==> src/common/muldiv_cfg.svh <==
/*
 Multiply/divide unit configuration
 Operand, partial register and adder widths, and the step counts
 of the iterative multiply and divide
*/
`ifndef MULDIV_CFG_SVH
`define MULDIV_CFG_SVH

// Operand and result word
`define MULDIV_XLEN 32
// Partial registers carry one sign bit above the word
`define MULDIV_PART_W 33
// Shared adder, room for a Booth x2 term plus sign
`define MULDIV_ADDER_W 35
// Divide steps only use the low 34 bits of the adder
`define MULDIV_DIV_OPND_W 34

// Iterations after the first step
`define MULDIV_MUL_STEPS 16
`define MULDIV_DIV_STEPS 32
`define MULDIV_CNT_W 6

`endif

==> src/common/muldiv_pkg.sv <==
/*
 Multiply/divide unit boundary types
 Request word as issued by the core and the result word written back
*/
`include "muldiv_cfg.svh"

package muldiv_pkg;

  // Operand or result word
  typedef logic [`MULDIV_XLEN-1:0] xlen_t;

  // M extension ops, in funct3 order
  // Bit 2 set means a divide op
  typedef enum logic [2:0] {
    MUL    = 3'd0,
    MULH   = 3'd1,
    MULHSU = 3'd2,
    MULHU  = 3'd3,
    DIV    = 3'd4,
    DIVU   = 3'd5,
    REM    = 3'd6,
    REMU   = 3'd7
  } muldiv_op_e;

  // Request held on the inputs while i_valid is high
  typedef struct packed {
    muldiv_op_e op;
    xlen_t      rs1;
    xlen_t      rs2;
  } muldiv_req_t;

endpackage

==> src/common/muldiv_dp_pkg.sv <==
/*
 Multiply/divide datapath and control types
 Partial registers, shared adder request and the per-cycle
 step control sent from the FSM to the datapath
*/
`include "muldiv_cfg.svh"

package muldiv_dp_pkg;

  // Hi/remainder and lo/quotient registers
  typedef logic [`MULDIV_PART_W-1:0] part_t;

  // Shared adder operand and sum
  typedef logic [`MULDIV_ADDER_W-1:0] adder_t;

  typedef enum logic [2:0] {
    FIRST     = 3'd0,
    EXEC      = 3'd1,
    REMD_CHCK = 3'd2,
    QUOT_CORR = 3'd3,
    REMD_CORR = 3'd4
  } muldiv_state_e;

  // Adder computes op1 + op2, or op1 - op2 when sub is set
  typedef struct packed {
    adder_t op1;
    adder_t op2;
    logic   sub;
  } adder_req_t;

  typedef struct packed {
    muldiv_state_e state;
    logic          first_cycle;
    logic          step_en;
    logic          last_step;
  } step_ctl_t;

endpackage

==> src/muldiv_dp/booth_mul_path.sv <==
/*
 Radix-4 Booth multiply step
 Recodes three multiplier bits per step into 0, +-1 or +-2 times the
 multiplicand, and shifts the product two bits per step
*/
`include "muldiv_cfg.svh"

module booth_mul_path (
  input  muldiv_pkg::muldiv_req_t   i_req,
  input  muldiv_dp_pkg::step_ctl_t  i_step,
  input  muldiv_dp_pkg::part_t      i_hi,
  input  muldiv_dp_pkg::part_t      i_lo,
  input  logic                      i_sft,
  input  muldiv_dp_pkg::adder_t     i_sum,
  output muldiv_dp_pkg::adder_req_t o_adder,
  output muldiv_dp_pkg::part_t      o_hi_nxt,
  output muldiv_dp_pkg::part_t      o_lo_nxt,
  output logic                      o_sft_nxt,
  output muldiv_pkg::xlen_t         o_res
);

  logic rs1_sign;
  logic rs2_sign;
  logic [2:0] booth_code;
  logic sel_zero;
  logic sel_two;
  muldiv_dp_pkg::adder_t mcand_x1;
  muldiv_dp_pkg::adder_t mcand_x2;

  // MUL is taken as signed x signed, low word is the same
  assign rs1_sign = (i_req.op == muldiv_pkg::MULHU) ? 1'b0 : i_req.rs1[`MULDIV_XLEN-1];
  assign rs2_sign = (i_req.op == muldiv_pkg::MULHSU || i_req.op == muldiv_pkg::MULHU)
                  ? 1'b0 : i_req.rs2[`MULDIV_XLEN-1];

  // Last step sees the extended sign in place of product bits
  assign booth_code = i_step.first_cycle ? {i_req.rs1[1:0], 1'b0}
                    : i_step.last_step   ? {rs1_sign, i_lo[0], i_sft}
                    :                      {i_lo[1:0], i_sft};

  // 000/111 -> 0, 011 -> +2, 100 -> -2, others +-1
  assign sel_zero = (booth_code == 3'b000) || (booth_code == 3'b111);
  assign sel_two  = (booth_code == 3'b011) || (booth_code == 3'b100);

  assign mcand_x1 = {{3{rs2_sign}}, i_req.rs2};
  assign mcand_x2 = {{2{rs2_sign}}, i_req.rs2, 1'b0};

  assign o_adder.op1 = i_step.first_cycle ? '0
                     : {{2{i_hi[`MULDIV_PART_W-1]}}, i_hi};
  assign o_adder.op2 = sel_zero ? '0 : (sel_two ? mcand_x2 : mcand_x1);
  assign o_adder.sub = booth_code[2];

  // Two product bits drop into lo, multiplier bits move down
  assign o_hi_nxt  = i_sum[`MULDIV_ADDER_W-1:2];
  assign o_lo_nxt  = {i_sum[1:0],
                      i_step.first_cycle ? {rs1_sign, i_req.rs1[`MULDIV_XLEN-1:2]}
                                         : i_lo[`MULDIV_PART_W-1:2]};
  assign o_sft_nxt = i_step.first_cycle ? i_req.rs1[1] : i_lo[1];

  // High word comes straight off the final add
  assign o_res = (i_req.op == muldiv_pkg::MUL) ? i_lo[`MULDIV_PART_W-1:1]
                                               : i_sum[`MULDIV_XLEN-1:0];

endmodule

==> src/muldiv_dp/nonrestore_div_path.sv <==
/*
 Non-restoring divide step
 One quotient bit per step, then a remainder check and optional
 quotient and remainder correction. Division by zero and signed
 overflow are detected here and answered with fixed results
*/
`include "muldiv_cfg.svh"

module nonrestore_div_path (
  input  muldiv_pkg::muldiv_req_t   i_req,
  input  muldiv_dp_pkg::step_ctl_t  i_step,
  input  muldiv_dp_pkg::part_t      i_remd,
  input  muldiv_dp_pkg::part_t      i_quot,
  input  logic                      i_sft,
  input  muldiv_dp_pkg::adder_t     i_sum,
  output muldiv_dp_pkg::adder_req_t o_adder,
  output muldiv_dp_pkg::part_t      o_remd_nxt,
  output muldiv_dp_pkg::part_t      o_quot_nxt,
  output logic                      o_sft_nxt,
  output logic                      o_need_corr,
  output logic                      o_special,
  output muldiv_pkg::xlen_t         o_res
);

  logic is_div;
  logic is_signed;
  logic is_quot;
  logic s1;
  logic s2;
  logic [`MULDIV_DIV_OPND_W-1:0] divisor;
  logic [`MULDIV_DIV_OPND_W-1:0] div_sum;
  logic [`MULDIV_DIV_OPND_W-1:0] step_op1;
  logic [`MULDIV_DIV_OPND_W-1:0] add_op1;
  logic [`MULDIV_DIV_OPND_W-1:0] add_op2;
  logic add_sub;
  logic q0;
  logic prev_quot;
  logic cur_quot;
  muldiv_dp_pkg::part_t step_low;
  logic remd_neg;
  logic div_by_0;
  logic div_ovf;
  muldiv_pkg::xlen_t min_neg;
  muldiv_pkg::xlen_t special_res;
  muldiv_pkg::xlen_t res_remd;

  assign is_div    = i_req.op inside {muldiv_pkg::DIV, muldiv_pkg::DIVU,
                                      muldiv_pkg::REM, muldiv_pkg::REMU};
  assign is_signed = (i_req.op == muldiv_pkg::DIV) || (i_req.op == muldiv_pkg::REM);
  assign is_quot   = (i_req.op == muldiv_pkg::DIV) || (i_req.op == muldiv_pkg::DIVU);
  assign s1 = is_signed & i_req.rs1[`MULDIV_XLEN-1];
  assign s2 = is_signed & i_req.rs2[`MULDIV_XLEN-1];

  assign divisor = {s2, s2, i_req.rs2};
  assign div_sum = i_sum[`MULDIV_DIV_OPND_W-1:0];

  //////////////////////////////////////////////////
  // Iteration
  //////////////////////////////////////////////////
  // First quotient bit is -1 when dividend and divisor signs differ
  assign q0        = ~(s1 ^ s2);
  assign prev_quot = i_step.first_cycle ? q0 : i_quot[0];
  assign cur_quot  = ~(div_sum[`MULDIV_DIV_OPND_W-1] ^ s2);

  // Remainder top plus shift bit, and the dividend bits still to come
  assign step_op1 = i_step.first_cycle ? {`MULDIV_DIV_OPND_W{s1}} : {i_sft, i_remd};
  assign step_low = i_step.first_cycle ? {i_req.rs1, q0} : i_quot;

  // Last step keeps the remainder unshifted and forces quotient bit 0 to 1
  // Remainder holds during quotient correction
  always_comb begin
    if (i_step.state == muldiv_dp_pkg::QUOT_CORR) begin
      o_remd_nxt = i_remd;
      o_quot_nxt = div_sum[`MULDIV_PART_W-1:0];
    end else if (i_step.last_step) begin
      o_remd_nxt = div_sum[`MULDIV_PART_W-1:0];
      o_quot_nxt = {step_low[`MULDIV_XLEN-1:0], 1'b1};
    end else begin
      o_remd_nxt = {div_sum[`MULDIV_XLEN-1:0], step_low[`MULDIV_PART_W-1]};
      o_quot_nxt = {step_low[`MULDIV_XLEN-1:0], cur_quot};
    end
  end
  assign o_sft_nxt = div_sum[`MULDIV_PART_W-1];

  //////////////////////////////////////////////////
  // Check and correction
  //////////////////////////////////////////////////
  // Remainder sign differs from divisor sign
  assign remd_neg = i_remd[`MULDIV_PART_W-1] ^ s2;

  always_comb begin
    add_op1 = step_op1;
    add_op2 = divisor;
    add_sub = prev_quot;
    case (i_step.state)
      muldiv_dp_pkg::REMD_CHCK: begin
        // remd + divisor is zero when remd == -divisor
        add_op1 = {i_remd[`MULDIV_PART_W-1], i_remd};
        add_sub = 1'b0;
      end
      muldiv_dp_pkg::QUOT_CORR: begin
        add_op1 = {i_quot[`MULDIV_PART_W-1], i_quot};
        add_op2 = {{(`MULDIV_DIV_OPND_W-1){1'b0}}, 1'b1};
        add_sub = remd_neg;
      end
      muldiv_dp_pkg::REMD_CORR: begin
        add_op1 = {i_remd[`MULDIV_PART_W-1], i_remd};
        add_sub = ~remd_neg;
      end
      default: begin
        add_sub = prev_quot;
      end
    endcase
  end

  assign o_adder.op1 = {1'b0, add_op1};
  assign o_adder.op2 = {1'b0, add_op2};
  assign o_adder.sub = add_sub;

  // Fix when sign is wrong and nonzero, or remainder is +-divisor
  assign o_need_corr = ((i_remd[`MULDIV_PART_W-1] ^ s1) & (|i_remd))
                     | (div_sum == '0)
                     | (i_remd == divisor[`MULDIV_PART_W-1:0]);

  //////////////////////////////////////////////////
  // Special cases and result
  //////////////////////////////////////////////////
  assign min_neg  = {1'b1, {(`MULDIV_XLEN-1){1'b0}}};
  assign div_by_0 = (i_req.rs2 == '0);
  assign div_ovf  = is_signed & (&i_req.rs2) & (i_req.rs1 == min_neg);
  assign o_special = is_div & (div_by_0 | div_ovf);

  // x/0 gives all ones and remainder x, overflow gives MIN and 0
  assign special_res = div_by_0 ? (is_quot ? '1 : i_req.rs1)
                                : (is_quot ? min_neg : '0);

  // Corrected remainder comes straight off the adder
  assign res_remd = (i_step.state == muldiv_dp_pkg::REMD_CORR) ? div_sum[`MULDIV_XLEN-1:0]
                                                               : i_remd[`MULDIV_XLEN-1:0];

  assign o_res = o_special ? special_res
               : is_quot   ? i_quot[`MULDIV_XLEN-1:0]
               :             res_remd;

endmodule

==> src/muldiv_dp/muldiv_datapath.sv <==
/*
 Multiply/divide datapath
 Shared add/sub adder, hi/remainder and lo/quotient registers with
 their shift extension bits, and the final result select
*/
`include "muldiv_cfg.svh"

module muldiv_datapath (
  input  logic                     clk,
  input  logic                     i_reset,
  input  muldiv_pkg::muldiv_req_t  i_req,
  input  muldiv_dp_pkg::step_ctl_t i_step,
  output logic                     o_special,
  output logic                     o_need_corr,
  output muldiv_pkg::xlen_t        o_wdat
);

  muldiv_dp_pkg::part_t hi_r;
  muldiv_dp_pkg::part_t lo_r;
  muldiv_dp_pkg::part_t mul_hi_nxt;
  muldiv_dp_pkg::part_t mul_lo_nxt;
  muldiv_dp_pkg::part_t div_remd_nxt;
  muldiv_dp_pkg::part_t div_quot_nxt;
  logic sft_hi_r;
  logic sft_lo_r;
  logic mul_sft_nxt;
  logic div_sft_nxt;
  muldiv_dp_pkg::adder_req_t mul_req;
  muldiv_dp_pkg::adder_req_t div_req;
  muldiv_dp_pkg::adder_req_t add_req;
  muldiv_dp_pkg::adder_t sum;
  muldiv_pkg::xlen_t mul_res;
  muldiv_pkg::xlen_t div_res;
  logic is_div;

  assign is_div = i_req.op inside {muldiv_pkg::DIV, muldiv_pkg::DIVU,
                                   muldiv_pkg::REM, muldiv_pkg::REMU};

  //////////////////////////////////////////////////
  // Shared adder
  //////////////////////////////////////////////////
  assign add_req = is_div ? div_req : mul_req;
  // Subtract as invert plus carry in
  assign sum = add_req.op1
             + (add_req.op2 ^ {`MULDIV_ADDER_W{add_req.sub}})
             + {{(`MULDIV_ADDER_W-1){1'b0}}, add_req.sub};

  // Hi holds product high or remainder, lo holds product low or quotient
  always_ff @(posedge clk) begin
    if (i_reset) begin
      hi_r     <= '0;
      lo_r     <= '0;
      sft_hi_r <= 1'b0;
      sft_lo_r <= 1'b0;
    end else if (i_step.step_en) begin
      hi_r     <= is_div ? div_remd_nxt : mul_hi_nxt;
      lo_r     <= is_div ? div_quot_nxt : mul_lo_nxt;
      sft_hi_r <= div_sft_nxt;
      sft_lo_r <= mul_sft_nxt;
    end
  end

  booth_mul_path booth_mul_path_i (
    .i_req     (i_req),
    .i_step    (i_step),
    .i_hi      (hi_r),
    .i_lo      (lo_r),
    .i_sft     (sft_lo_r),
    .i_sum     (sum),
    .o_adder   (mul_req),
    .o_hi_nxt  (mul_hi_nxt),
    .o_lo_nxt  (mul_lo_nxt),
    .o_sft_nxt (mul_sft_nxt),
    .o_res     (mul_res)
  );

  nonrestore_div_path nonrestore_div_path_i (
    .i_req       (i_req),
    .i_step      (i_step),
    .i_remd      (hi_r),
    .i_quot      (lo_r),
    .i_sft       (sft_hi_r),
    .i_sum       (sum),
    .o_adder     (div_req),
    .o_remd_nxt  (div_remd_nxt),
    .o_quot_nxt  (div_quot_nxt),
    .o_sft_nxt   (div_sft_nxt),
    .o_need_corr (o_need_corr),
    .o_special   (o_special),
    .o_res       (div_res)
  );

  // Special result already wins inside the divide result
  assign o_wdat = is_div ? div_res : mul_res;

endmodule

==> src/hw/muldiv_ctrl.sv <==
/*
 Multiply/divide control
 Five-state FSM and step counter. Decides when the partial registers
 step and when the result may be written back
*/
`include "muldiv_cfg.svh"

module muldiv_ctrl (
  input  logic                     clk,
  input  logic                     i_reset,
  input  logic                     i_valid,
  input  logic                     i_o_ready,
  input  logic                     i_is_div,
  input  logic                     i_special,
  input  logic                     i_need_corr,
  output muldiv_dp_pkg::step_ctl_t o_step,
  output logic                     o_wbck
);

  muldiv_dp_pkg::muldiv_state_e state_r;
  muldiv_dp_pkg::muldiv_state_e state_nxt;
  logic [`MULDIV_CNT_W-1:0] cnt_r;
  logic [`MULDIV_CNT_W-1:0] cnt_last;
  logic is_first;
  logic is_exec;
  logic is_chck;
  logic is_qcorr;
  logic is_rcorr;
  logic exec_last;
  logic hsked;

  assign is_first = (state_r == muldiv_dp_pkg::FIRST);
  assign is_exec  = (state_r == muldiv_dp_pkg::EXEC);
  assign is_chck  = (state_r == muldiv_dp_pkg::REMD_CHCK);
  assign is_qcorr = (state_r == muldiv_dp_pkg::QUOT_CORR);
  assign is_rcorr = (state_r == muldiv_dp_pkg::REMD_CORR);

  // FIRST counts as step 0, so EXEC ends at 16 or 32
  assign cnt_last  = i_is_div ? `MULDIV_CNT_W'(`MULDIV_DIV_STEPS)
                              : `MULDIV_CNT_W'(`MULDIV_MUL_STEPS);
  assign exec_last = is_exec & (cnt_r == cnt_last);

  // Special cases answer at once, without leaving FIRST
  assign o_wbck = i_special
                | (exec_last & ~i_is_div)
                | (is_chck & ~i_need_corr)
                | is_rcorr;
  assign hsked  = o_wbck & i_valid & i_o_ready;

  //////////////////////////////////////////////////
  // Next state
  //////////////////////////////////////////////////
  always_comb begin
    state_nxt = state_r;
    case (state_r)
      muldiv_dp_pkg::FIRST: begin
        if (i_valid && !i_special) begin
          state_nxt = muldiv_dp_pkg::EXEC;
        end
      end
      muldiv_dp_pkg::EXEC: begin
        // Multiply holds here until the result is taken
        if (exec_last && i_is_div) begin
          state_nxt = muldiv_dp_pkg::REMD_CHCK;
        end else if (exec_last && hsked) begin
          state_nxt = muldiv_dp_pkg::FIRST;
        end
      end
      muldiv_dp_pkg::REMD_CHCK: begin
        if (i_need_corr) begin
          state_nxt = muldiv_dp_pkg::QUOT_CORR;
        end else if (hsked) begin
          state_nxt = muldiv_dp_pkg::FIRST;
        end
      end
      muldiv_dp_pkg::QUOT_CORR: begin
        state_nxt = muldiv_dp_pkg::REMD_CORR;
      end
      muldiv_dp_pkg::REMD_CORR: begin
        if (hsked) begin
          state_nxt = muldiv_dp_pkg::FIRST;
        end
      end
      default: begin
        state_nxt = muldiv_dp_pkg::FIRST;
      end
    endcase
  end

  always_ff @(posedge clk) begin
    if (i_reset) begin
      state_r <= muldiv_dp_pkg::FIRST;
      cnt_r   <= '0;
    end else begin
      state_r <= state_nxt;
      // Load 1 on entry, then count up to the last step and stop
      if (is_first && (state_nxt == muldiv_dp_pkg::EXEC)) begin
        cnt_r <= `MULDIV_CNT_W'(1);
      end else if (is_exec && !exec_last) begin
        cnt_r <= cnt_r + `MULDIV_CNT_W'(1);
      end
    end
  end

  // Registers step on start, through EXEC, and once in QUOT_CORR
  // Last multiply step is left combinational so the result stays put
  assign o_step.state       = state_r;
  assign o_step.first_cycle = is_first;
  assign o_step.last_step   = exec_last;
  assign o_step.step_en     = (is_first & i_valid & ~i_special)
                            | (is_exec & (~exec_last | i_is_div))
                            | is_qcorr;

endmodule

==> src/hw/muldiv_unit.sv <==
/*
 Multiply/divide unit top level
 Iterative MUL/MULH/MULHSU/MULHU and DIV/DIVU/REM/REMU on one shared
 adder. Result valid and request ready are both taken from the same
 write-back condition, so request and result complete together
*/
module muldiv_unit (
  input  logic                   clk,
  input  logic                   i_reset,
  input  logic                   i_valid,
  input  muldiv_pkg::muldiv_req_t i_req,
  input  logic                   o_ready,
  output logic                   o_valid,
  output logic                   i_ready,
  output muldiv_pkg::xlen_t      o_wdat
);

  muldiv_dp_pkg::step_ctl_t step;
  logic special;
  logic need_corr;
  logic wbck;

  // Divide ops take the long path with the check and correction states
  wire is_div = i_req.op inside {muldiv_pkg::DIV, muldiv_pkg::DIVU,
                                 muldiv_pkg::REM, muldiv_pkg::REMU};

  // Both handshakes fire in the same cycle
  assign o_valid = wbck & i_valid;
  assign i_ready = wbck & o_ready;

  muldiv_ctrl muldiv_ctrl_i (
    .clk         (clk),
    .i_reset     (i_reset),
    .i_valid     (i_valid),
    .i_o_ready   (o_ready),
    .i_is_div    (is_div),
    .i_special   (special),
    .i_need_corr (need_corr),
    .o_step      (step),
    .o_wbck      (wbck)
  );

  muldiv_datapath muldiv_datapath_i (
    .clk         (clk),
    .i_reset     (i_reset),
    .i_req       (i_req),
    .i_step      (step),
    .o_special   (special),
    .o_need_corr (need_corr),
    .o_wdat      (o_wdat)
  );

endmodule

==> config.mk <==
export PLATFORM = sky130hd
export DESIGN_NAME = muldiv_unit
export DESIGN_NICKNAME = d
export VERILOG_FILES = /design/src/common/muldiv_pkg.sv /design/src/common/muldiv_dp_pkg.sv /design/src/muldiv_dp/booth_mul_path.sv /design/src/muldiv_dp/nonrestore_div_path.sv /design/src/muldiv_dp/muldiv_datapath.sv /design/src/hw/muldiv_ctrl.sv /design/src/hw/muldiv_unit.sv
export VERILOG_INCLUDE_DIRS = /design/src /design/src/common
export SDC_FILE = /design/constraint.sdc
export NUM_CORES = 1
export LEC_CHECK = 0
export BUFFER_PORTS_ARGS = -buffer_cell sky130_fd_sc_hd__clkbuf_2
export CELL_PAD_IN_SITES_DETAIL_PLACEMENT = 0
export CELL_PAD_IN_SITES_GLOBAL_PLACEMENT = 1
export CORE_MARGIN = 4
export CORE_UTILIZATION = 50
export DETAILED_ROUTE_END_ITERATION = 6
export GPL_TIMING_DRIVEN = 0
export PLACE_DENSITY_LB_ADDON = 0.1
export SYNTH_ARGS = -nofsm -noshare
export SYNTH_HDL_FRONTEND = slang
export SYNTH_HIERARCHICAL = 1
export SYNTH_SLANG_ARGS = --single-unit
==> constraint.sdc <==
create_clock -name clk -period 24.8 [get_ports clk]
set_input_delay 7.44 -clock clk [delete_from_list [all_inputs] [get_ports clk]]
set_output_delay 7.44 -clock clk [all_outputs]
set_load 0.05 [all_outputs]
==> results of run 1 <==
## stage by stage
step	worst slack (ns)	hold slack, ns
floorplan	4.41	0.459
global placement	2.10	0.484
detailed placement	2.12	0.498
CTS	2.08	0.507
global route	1.48	0.546
finish	1.86	0.497
## flip-flops by register name, indices dropped and copies added, names as in the netlist
name	cells
muldiv_datapath_i/lo_r	33
muldiv_ctrl_i/state_r	3
muldiv_ctrl_i/cnt_r	6
muldiv_datapath_i/hi_r	33
muldiv_datapath_i/sft_lo_r	1
muldiv_datapath_i/sft_hi_r	1
## metal layers
| metal | share of wire (%) | vias to the layer above | track usage (%) |
|---|---|---|---|
| li1 | - | 6328 | - |
| met1 | 43 | 6547 | 48.1 |
| met2 | 46 | 682 | 56.9 |
| met3 | 7.4 | 125 | 4.76 |
| met4 | 3.8 | 0 | 12.7 |
| met5 | 0 | - | 0 |
## cell type report
cell class                      count  share of cell area, %
Buffer                            183                   6.59
Clock buffer                       12                   1.74
Tap cell                          330                   2.91
Clock inverter                      4                  0.671
Inverter                           48                   1.27
Multi-Input combinational cell   1368                   72.3
Timing Repair Buffer              104                   3.67
Sequential cell                    77                   10.9
## synth_stat cells (all sizes together), types with 4 or more instances
master,count
a31o,33
a31oi,11
and2,37
clkbuf,88
dfxtp,77
a22o,31
nor2b,38
nor2,108
and4,4
mux2i,204
nand3b,8
inv,48
xor2,55
ha,35
a21oi,65
a21o,24
nor4,33
and3,6
nand2b,10
nand3,17
a221o,34
o21ai,127
nand4,29
nor3,11
mux2,127
nand2,141
a211oi,67
buf,95
nor3b,5
xnor2,54
## cells in the final DEF, fill, tap and decap left out, types with 32 or more instances in the layout
cell / synthesis / final
a211oi_1: 67 / 67
a21oi_1: 64 / 64
a221o_1: 34 / 34
and2_1: 37 / 37
buf_4: 47 / 47
clkbuf_1: 88 / 90
clkbuf_2: 0 / 104
dfxtp_1: 77 / 77
ha_1: 35 / 35
inv_1: 47 / 47
mux2_2: 126 / 126
mux2i_1: 204 / 204
nand2_1: 139 / 139
nor2_1: 106 / 106
nor2b_1: 38 / 38
nor4_1: 32 / 32
o21ai_0: 57 / 57
o21ai_1: 68 / 68
xnor2_1: 54 / 54
xor2_1: 55 / 55
## cells by family after synthesis
family / after synthesis
multiplexers: 331
buffers and inverters: 231
XOR/XNOR: 109
AO/OA/AOI/OAI: 426
other: 1
flip-flops: 77
AND/OR/NAND/NOR: 464
adder cells (fa/ha/maj): 36
## where the power goes
part           total [W]  switching, W  leakage, nW  internal, W
registers       0.000206     0.0000594        0.639     0.000146
logic           0.000826      0.000505         5.13     0.000322
clock network   0.000160     0.0000589        0.167     0.000101
total            0.00119      0.000623         5.94     0.000569
## critical path, delay by kind of cell
family | cells | cell delay (ns)
multiplexers | 2 | 0.93
AO/OA/AOI/OAI | 8 | 2.08
XOR/XNOR | 2 | 0.97
adder cells (fa/ha/maj) | 1 | 0.32
AND/OR/NAND/NOR | 12 | 2.27
buffers and inverters | 5 | 1.49
## worst paths after layout
path,from,end,slack [ns],cells past startpoint
worst max-delay path,i_req[66],o_valid,1.86,30
worst min-delay path,muldiv_ctrl_i/cnt_r[2],muldiv_ctrl_i/cnt_r[2],0.50,2
worst max register to register,muldiv_ctrl_i/state_r[1],muldiv_ctrl_i/state_r[1],16.44,28
worst min register to register,muldiv_ctrl_i/cnt_r[2],muldiv_ctrl_i/cnt_r[2],0.50,2
==> results.py, run 1 <==
metrics = {
    "sta": {
        "hold_viol": 0,
        "fin_skew_ns": 0.00876,
        "fmax_mhz": 43.6,
        "grt_setup_unrepaired": "false",
        "setup_violations": 0,
        "drv_slew": 8,
        "period_share_pct": 92.5,
        "worstMarginPinSlew_ns": 1.63,
        "slew_headroom_pct": -10.1,
        "finalSetupTns_ns": 0,
        "period_minus_slack_ns": 22.94,
    },
    "clock_network": {
        "clk_pin_slew_ns": 0.06,
        "clkSinkCount": 77,
        "hold_buffers": 0,
        "cts_made_buffers": 9,
        "clk_latency_ns": 0.35,
        "cts_resized": 0,
        "cts_tree": "done",
        "h-tree-depth": 3,
        "post_cts_buffers": 0,
        "clock_path_buffers": 2,
        "cts_root_buf": "clkbuf_16",
    },
    "floorplan": {
        "die_area_um2": 28400,
        "die_y_um": 169,
        "die_w_um": 169,
        "initial_utilization_pct": 51.1,
        "ios": 105,
        "core-area_um2": 25300,
        "rows": 58,
    },
    "cells_and_area": {
        "final_cell_count_no_fill": 2126,
        "antenna_cells": 0,
        "drive_gt1_share_pct": 19.0,
        "multiInputGateArea_um2": 10200,
        "fill_cells": 2569,
        "nNetsFinal": 1898,
        "design_area_um2": 14200,
        "regArea_um2": 1540,
        "fin_util_pct": 56.1,
        "areaGrowthSynthToFinish_pct": 9.91,
    },
    "place": {
        "place.gp.congestion": 0.993,
        "dpl-instance-area_um2": 13800,
        "port_buffers": 104,
        "dp_cells": 2110,
        "dp_hpwl_um": 40900,
    },
    "detailed_routing": {
        "viasPerCell": 6.44,
        "drt-pass1-iter-count": 5,
        "drt.antenna.violating_nets": 0,
        "drt_iter0_markers": 1406,
        "drc": 0,
        "wire_per_inst_um": 24.6,
        "drt-total-wl_um": 52200,
        "vias": 13700,
    },
    "logic_synthesis": {
        "ys_async_sr_fraction_pct": 0,
        "synth_top_family_by_area": "multiplexers",
        "synthAdderAreaFrac_pct": 3.55,
        "netlist_instances": 1675,
        "synth_top_area_share_pct": 15.8,
        "synth_edf_count": 0,
        "synth_xor_area_share_pct": 7.40,
        "synth.distinct_cells": 84,
        "ys_seq_area_share_pct": 11.9,
        "yosysTopAreaCell": "mux2i_1",
        "synth_area_per_cell_um2": 7.70,
        "synth-simple-area-share_pct": 18.6,
        "synthTopCellsByArea": "mux2i_1 (16%), dfxtp_1 (12%), mux2_2 (11%)",
        "ys.flop_type": "dfxtp_1",
        "synthMuxAreaShare_pct": 26.9,
        "synth_compound_area_share_pct": 22.9,
        "netlist_area_um2": 12900,
        "yosysWarnings": 6,
        "synth_seq_cells": 77,
    },
    "pwr": {
        "p_leak_nw": 5.94,
        "p_per_area_nw_per_um2": 84.1,
        "power_w": 0.00119,
        "peakVddDrop_mv": 0.0725,
    },
    "global_route": {
        "grt_max_degree": 13,
        "grt_overflow": 0,
        "antenna_found_initial": 0,
        "grt_use_total_pct": 35.2,
        "grt_pass1_vias": 12700,
        "grt_first_pass_wirelength_um": 78200,
    },
    "setup_path": {
        "cp_common_cell": "nor2_1",
        "max_stage_delay_ns": 0.84,
        "crit_type": "input port to primary output",
        "cp_slowest_cell": "mux2i_1",
        "start_kind": "input port",
        "cp_max_fo": 12,
        "end_kind": "primary output",
        "arrival_ns": 15.50,
        "crit_required_ns": 17.36,
    },
    "status": {
        "status": "finished with violations",
        "failed_checks": "max-capacitance violations, max-slew violations",
    },
    "min_path": {
        "hp-class": "flop to flop",
    },
    "job": {
        "cap_violations": 1,
    },
}
Power figures use the tool's default switching activity.
==> run 2, diff against run 1 <==
--- a/config.mk
+++ b/config.mk
@@ -12,7 +12,6 @@
 export CORE_MARGIN = 4
 export CORE_UTILIZATION = 50
 export DETAILED_ROUTE_END_ITERATION = 6
-export GPL_TIMING_DRIVEN = 0
 export PLACE_DENSITY_LB_ADDON = 0.1
 export SYNTH_ARGS = -nofsm -noshare
 export SYNTH_HDL_FRONTEND = slang
==> run 2 against run 1 <==
Net effect: the run now ends clean; first-iteration DRC count fell by 17%; critical path depth rose by 2; die area did not move; design area fell by 4.0%; critical endpoint unchanged; largest power group unchanged.
==> results.py, run 2 (synthesis results as in run 1) <==
metrics = {
    "status": {
        "status": "complete, no violations",
    },
    "setup_path": {
        "arrival_ns": 14.96,
        "start_kind": "input port",
        "crit_required_ns": 17.36,
        "rr_worst_depth": 29,
        "timing.rr.end": "muldiv_ctrl_i/state_r[1]",
        "r2r_start": "muldiv_ctrl_i/cnt_r[0]",
        "max_stage_delay_ns": 0.56,
        "crit_type": "input port to primary output",
        "cp_slowest_cell": "buf_4",
        "cp-startpoint": "i_req[66]",
        "end_kind": "primary output",
        "r2r_setup_slack_ns": 17.54,
        "cp_common_cell": "nor2_1",
        "crit_end": "o_valid",
        "cp_max_fo": 45,
    },
    "pwr": {
        "power_w": 0.00112,
        "p_switching_w": 0.000591,
        "p_per_area_nw_per_um2": 82.6,
        "combPwrFrac_pct": 68.6,
        "p_leak_nw": 5.66,
        "p_clk_share_pct": 13.6,
        "switching_share_pct": 52.6,
        "intPower_w": 0.000533,
        "p_seq_share_pct": 17.8,
        "peakVddDrop_mv": 0.0648,
    },
    "cells_and_area": {
        "areaGrowthSynthToFinish_pct": 5.52,
        "fill_cells": 2480,
        "drive_gt1_share_pct": 19.6,
        "fin_util_pct": 53.9,
        "layout_common_cells": "mux2i_1 (203), nand2_1 (139), mux2_2 (126)",
        "regArea_um2": 1540,
        "top_regs": "muldiv_datapath_i/hi_r (33), muldiv_datapath_i/lo_r (33), muldiv_ctrl_i/cnt_r (6)",
        "nNetsFinal": 1753,
        "final_cell_count_no_fill": 1982,
        "layout_commonest_cell": "mux2i_1",
        "multiInputGateArea_um2": 10300,
    },
    "clock_network": {
        "clkSinkCount": 77,
        "cts_tree": "done",
        "clk_pin_slew_ns": 0.07,
        "cts_made_buffers": 9,
        "h-tree-depth": 3,
        "post_cts_buffers": 0,
        "cts_root_buf": "clkbuf_16",
        "cts_resized": 0,
        "clock_path_buffers": 2,
        "hold_buffers": 0,
        "clk_latency_ns": 0.35,
    },
    "detailed_routing": {
        "viasPerCell": 6.38,
        "drc": 0,
        "drt_iter0_markers": 1160,
        "drt-pass1-iter-count": 5,
        "drt.antenna.violating_nets": 0,
        "vias": 12600,
        "drt-total-wl_um": 46000,
        "wire_per_inst_um": 23.2,
    },
    "sta": {
        "setup_violations": 0,
        "drv_slew": 0,
        "slew_headroom_pct": 22.4,
        "period_minus_slack_ns": 22.40,
        "period_share_pct": 90.3,
        "fin_skew_ns": 0.00991,
        "finalSetupTns_ns": 0,
        "hold_viol": 0,
        "worstMarginPinSlew_ns": 1.16,
        "fmax_mhz": 44.6,
        "whs_ns": 0.504,
        "grt_setup_unrepaired": "false",
    },
    "global_route": {
        "grt_pass1_vias": 11900,
        "grt_first_pass_wirelength_um": 71100,
        "grt_overflow": 0,
        "antenna_found_initial": 1,
        "grt_use_total_pct": 31.1,
        "grt_max_degree": 142,
    },
    "job": {
        "cap_violations": 0,
    },
    "place": {
        "port_buffers": 104,
        "dp_hpwl_um": 32800,
        "dp_cells": 1965,
        "place.gp.congestion": 0.928,
    },
    "floorplan": {
        "die_y_um": 169,
        "ios": 105,
        "core-area_um2": 25300,
        "die_area_um2": 28400,
        "rows": 58,
        "die_w_um": 169,
        "initial_utilization_pct": 51.1,
    },
    "min_path": {
        "worstHoldStart": "muldiv_ctrl_i/cnt_r[2]",
        "hp-class": "flop to flop",
    },
}
## run 2: cell types whose count changed in the layout (fill, tap and decap cells not counted), sizes merged
cell and change:
clkinv +2, inv +1, buf -57, diode +1
bufinv -1, clkinvlp +1, clkbuf -91
## run 2: how the worst min path moves through the flow
| stage | end | slack (ns) | depth (start not counted) |
|---|---|---|---|
| floorplan | muldiv_ctrl_i/cnt_r[2] | 0.46 | 2 |
| global placement | muldiv_ctrl_i/cnt_r[2] | 0.49 | 2 |
| detailed placement | muldiv_ctrl_i/cnt_r[2] | 0.49 | 2 |
| CTS | muldiv_ctrl_i/cnt_r[2] | 0.50 | 2 |
| global route | muldiv_ctrl_i/cnt_r[2] | 0.53 | 2 |
| finish | muldiv_ctrl_i/cnt_r[2] | 0.50 | 2 |
## run 2: area by class of cell
cell class | count | share of cell area, %
clock buffers | 9 | 1.65
multi-input cells | 1368 | 75.8
well taps | 330 | 3.03
flip-flops and latches | 77 | 11.3
clock inverters | 7 | 0.726
inverters | 48 | 1.32
diodes | 1 | 0.0184
repair buffers | 142 | 6.08
## run 2: worst max-delay path: cells and delay by family
family | cells | cell delay, ns
AOI/OAI and AO/OA | 9 | 2.39
xor gates and xnor gates | 2 | 0.42
buffers and inverters | 4 | 1.16
adders and majority gates | 1 | 0.40
muxes | 3 | 0.80
and+or+nand+nor | 13 | 2.26
## run 2: power by group through the flow
| stage | sequential, W | clock, W | combinational [W] |
|---|---|---|---|
| 2_1_floorplan | 0.000177 | 0 | 0.000603 |
| 3_3_place_gp | 0.000202 | 0 | 0.000754 |
| 3_5_place_dp | 0.000202 | 0 | 0.000757 |
| 4_1_cts | 0.000199 | 0.000155 | 0.000761 |
| 5_1_grt | 0.000204 | 0.000161 | 0.000824 |
| 6_report | 0.000200 | 0.000152 | 0.000771 |
## run 2: stage by stage
step                      cell area, um^2  worst slack, ns
after floorplan                     12900             4.41
after global placement              13300             2.71
after detailed placement            13300             2.60
after CTS                           13600             2.55
after global routing                13600             1.96
final                               13600             2.40
## run 2: per-layer routing
layer / wire length, um / vias to the layer above / track usage (%)
met3: 2250 / 98 / 3.01
met1: 19800 / 6067 / 40.8
met5: 0 / - / 0
met4: 1830 / 0 / 11.3
met2: 22200 / 416 / 53.3
li1: - / 6067 / -
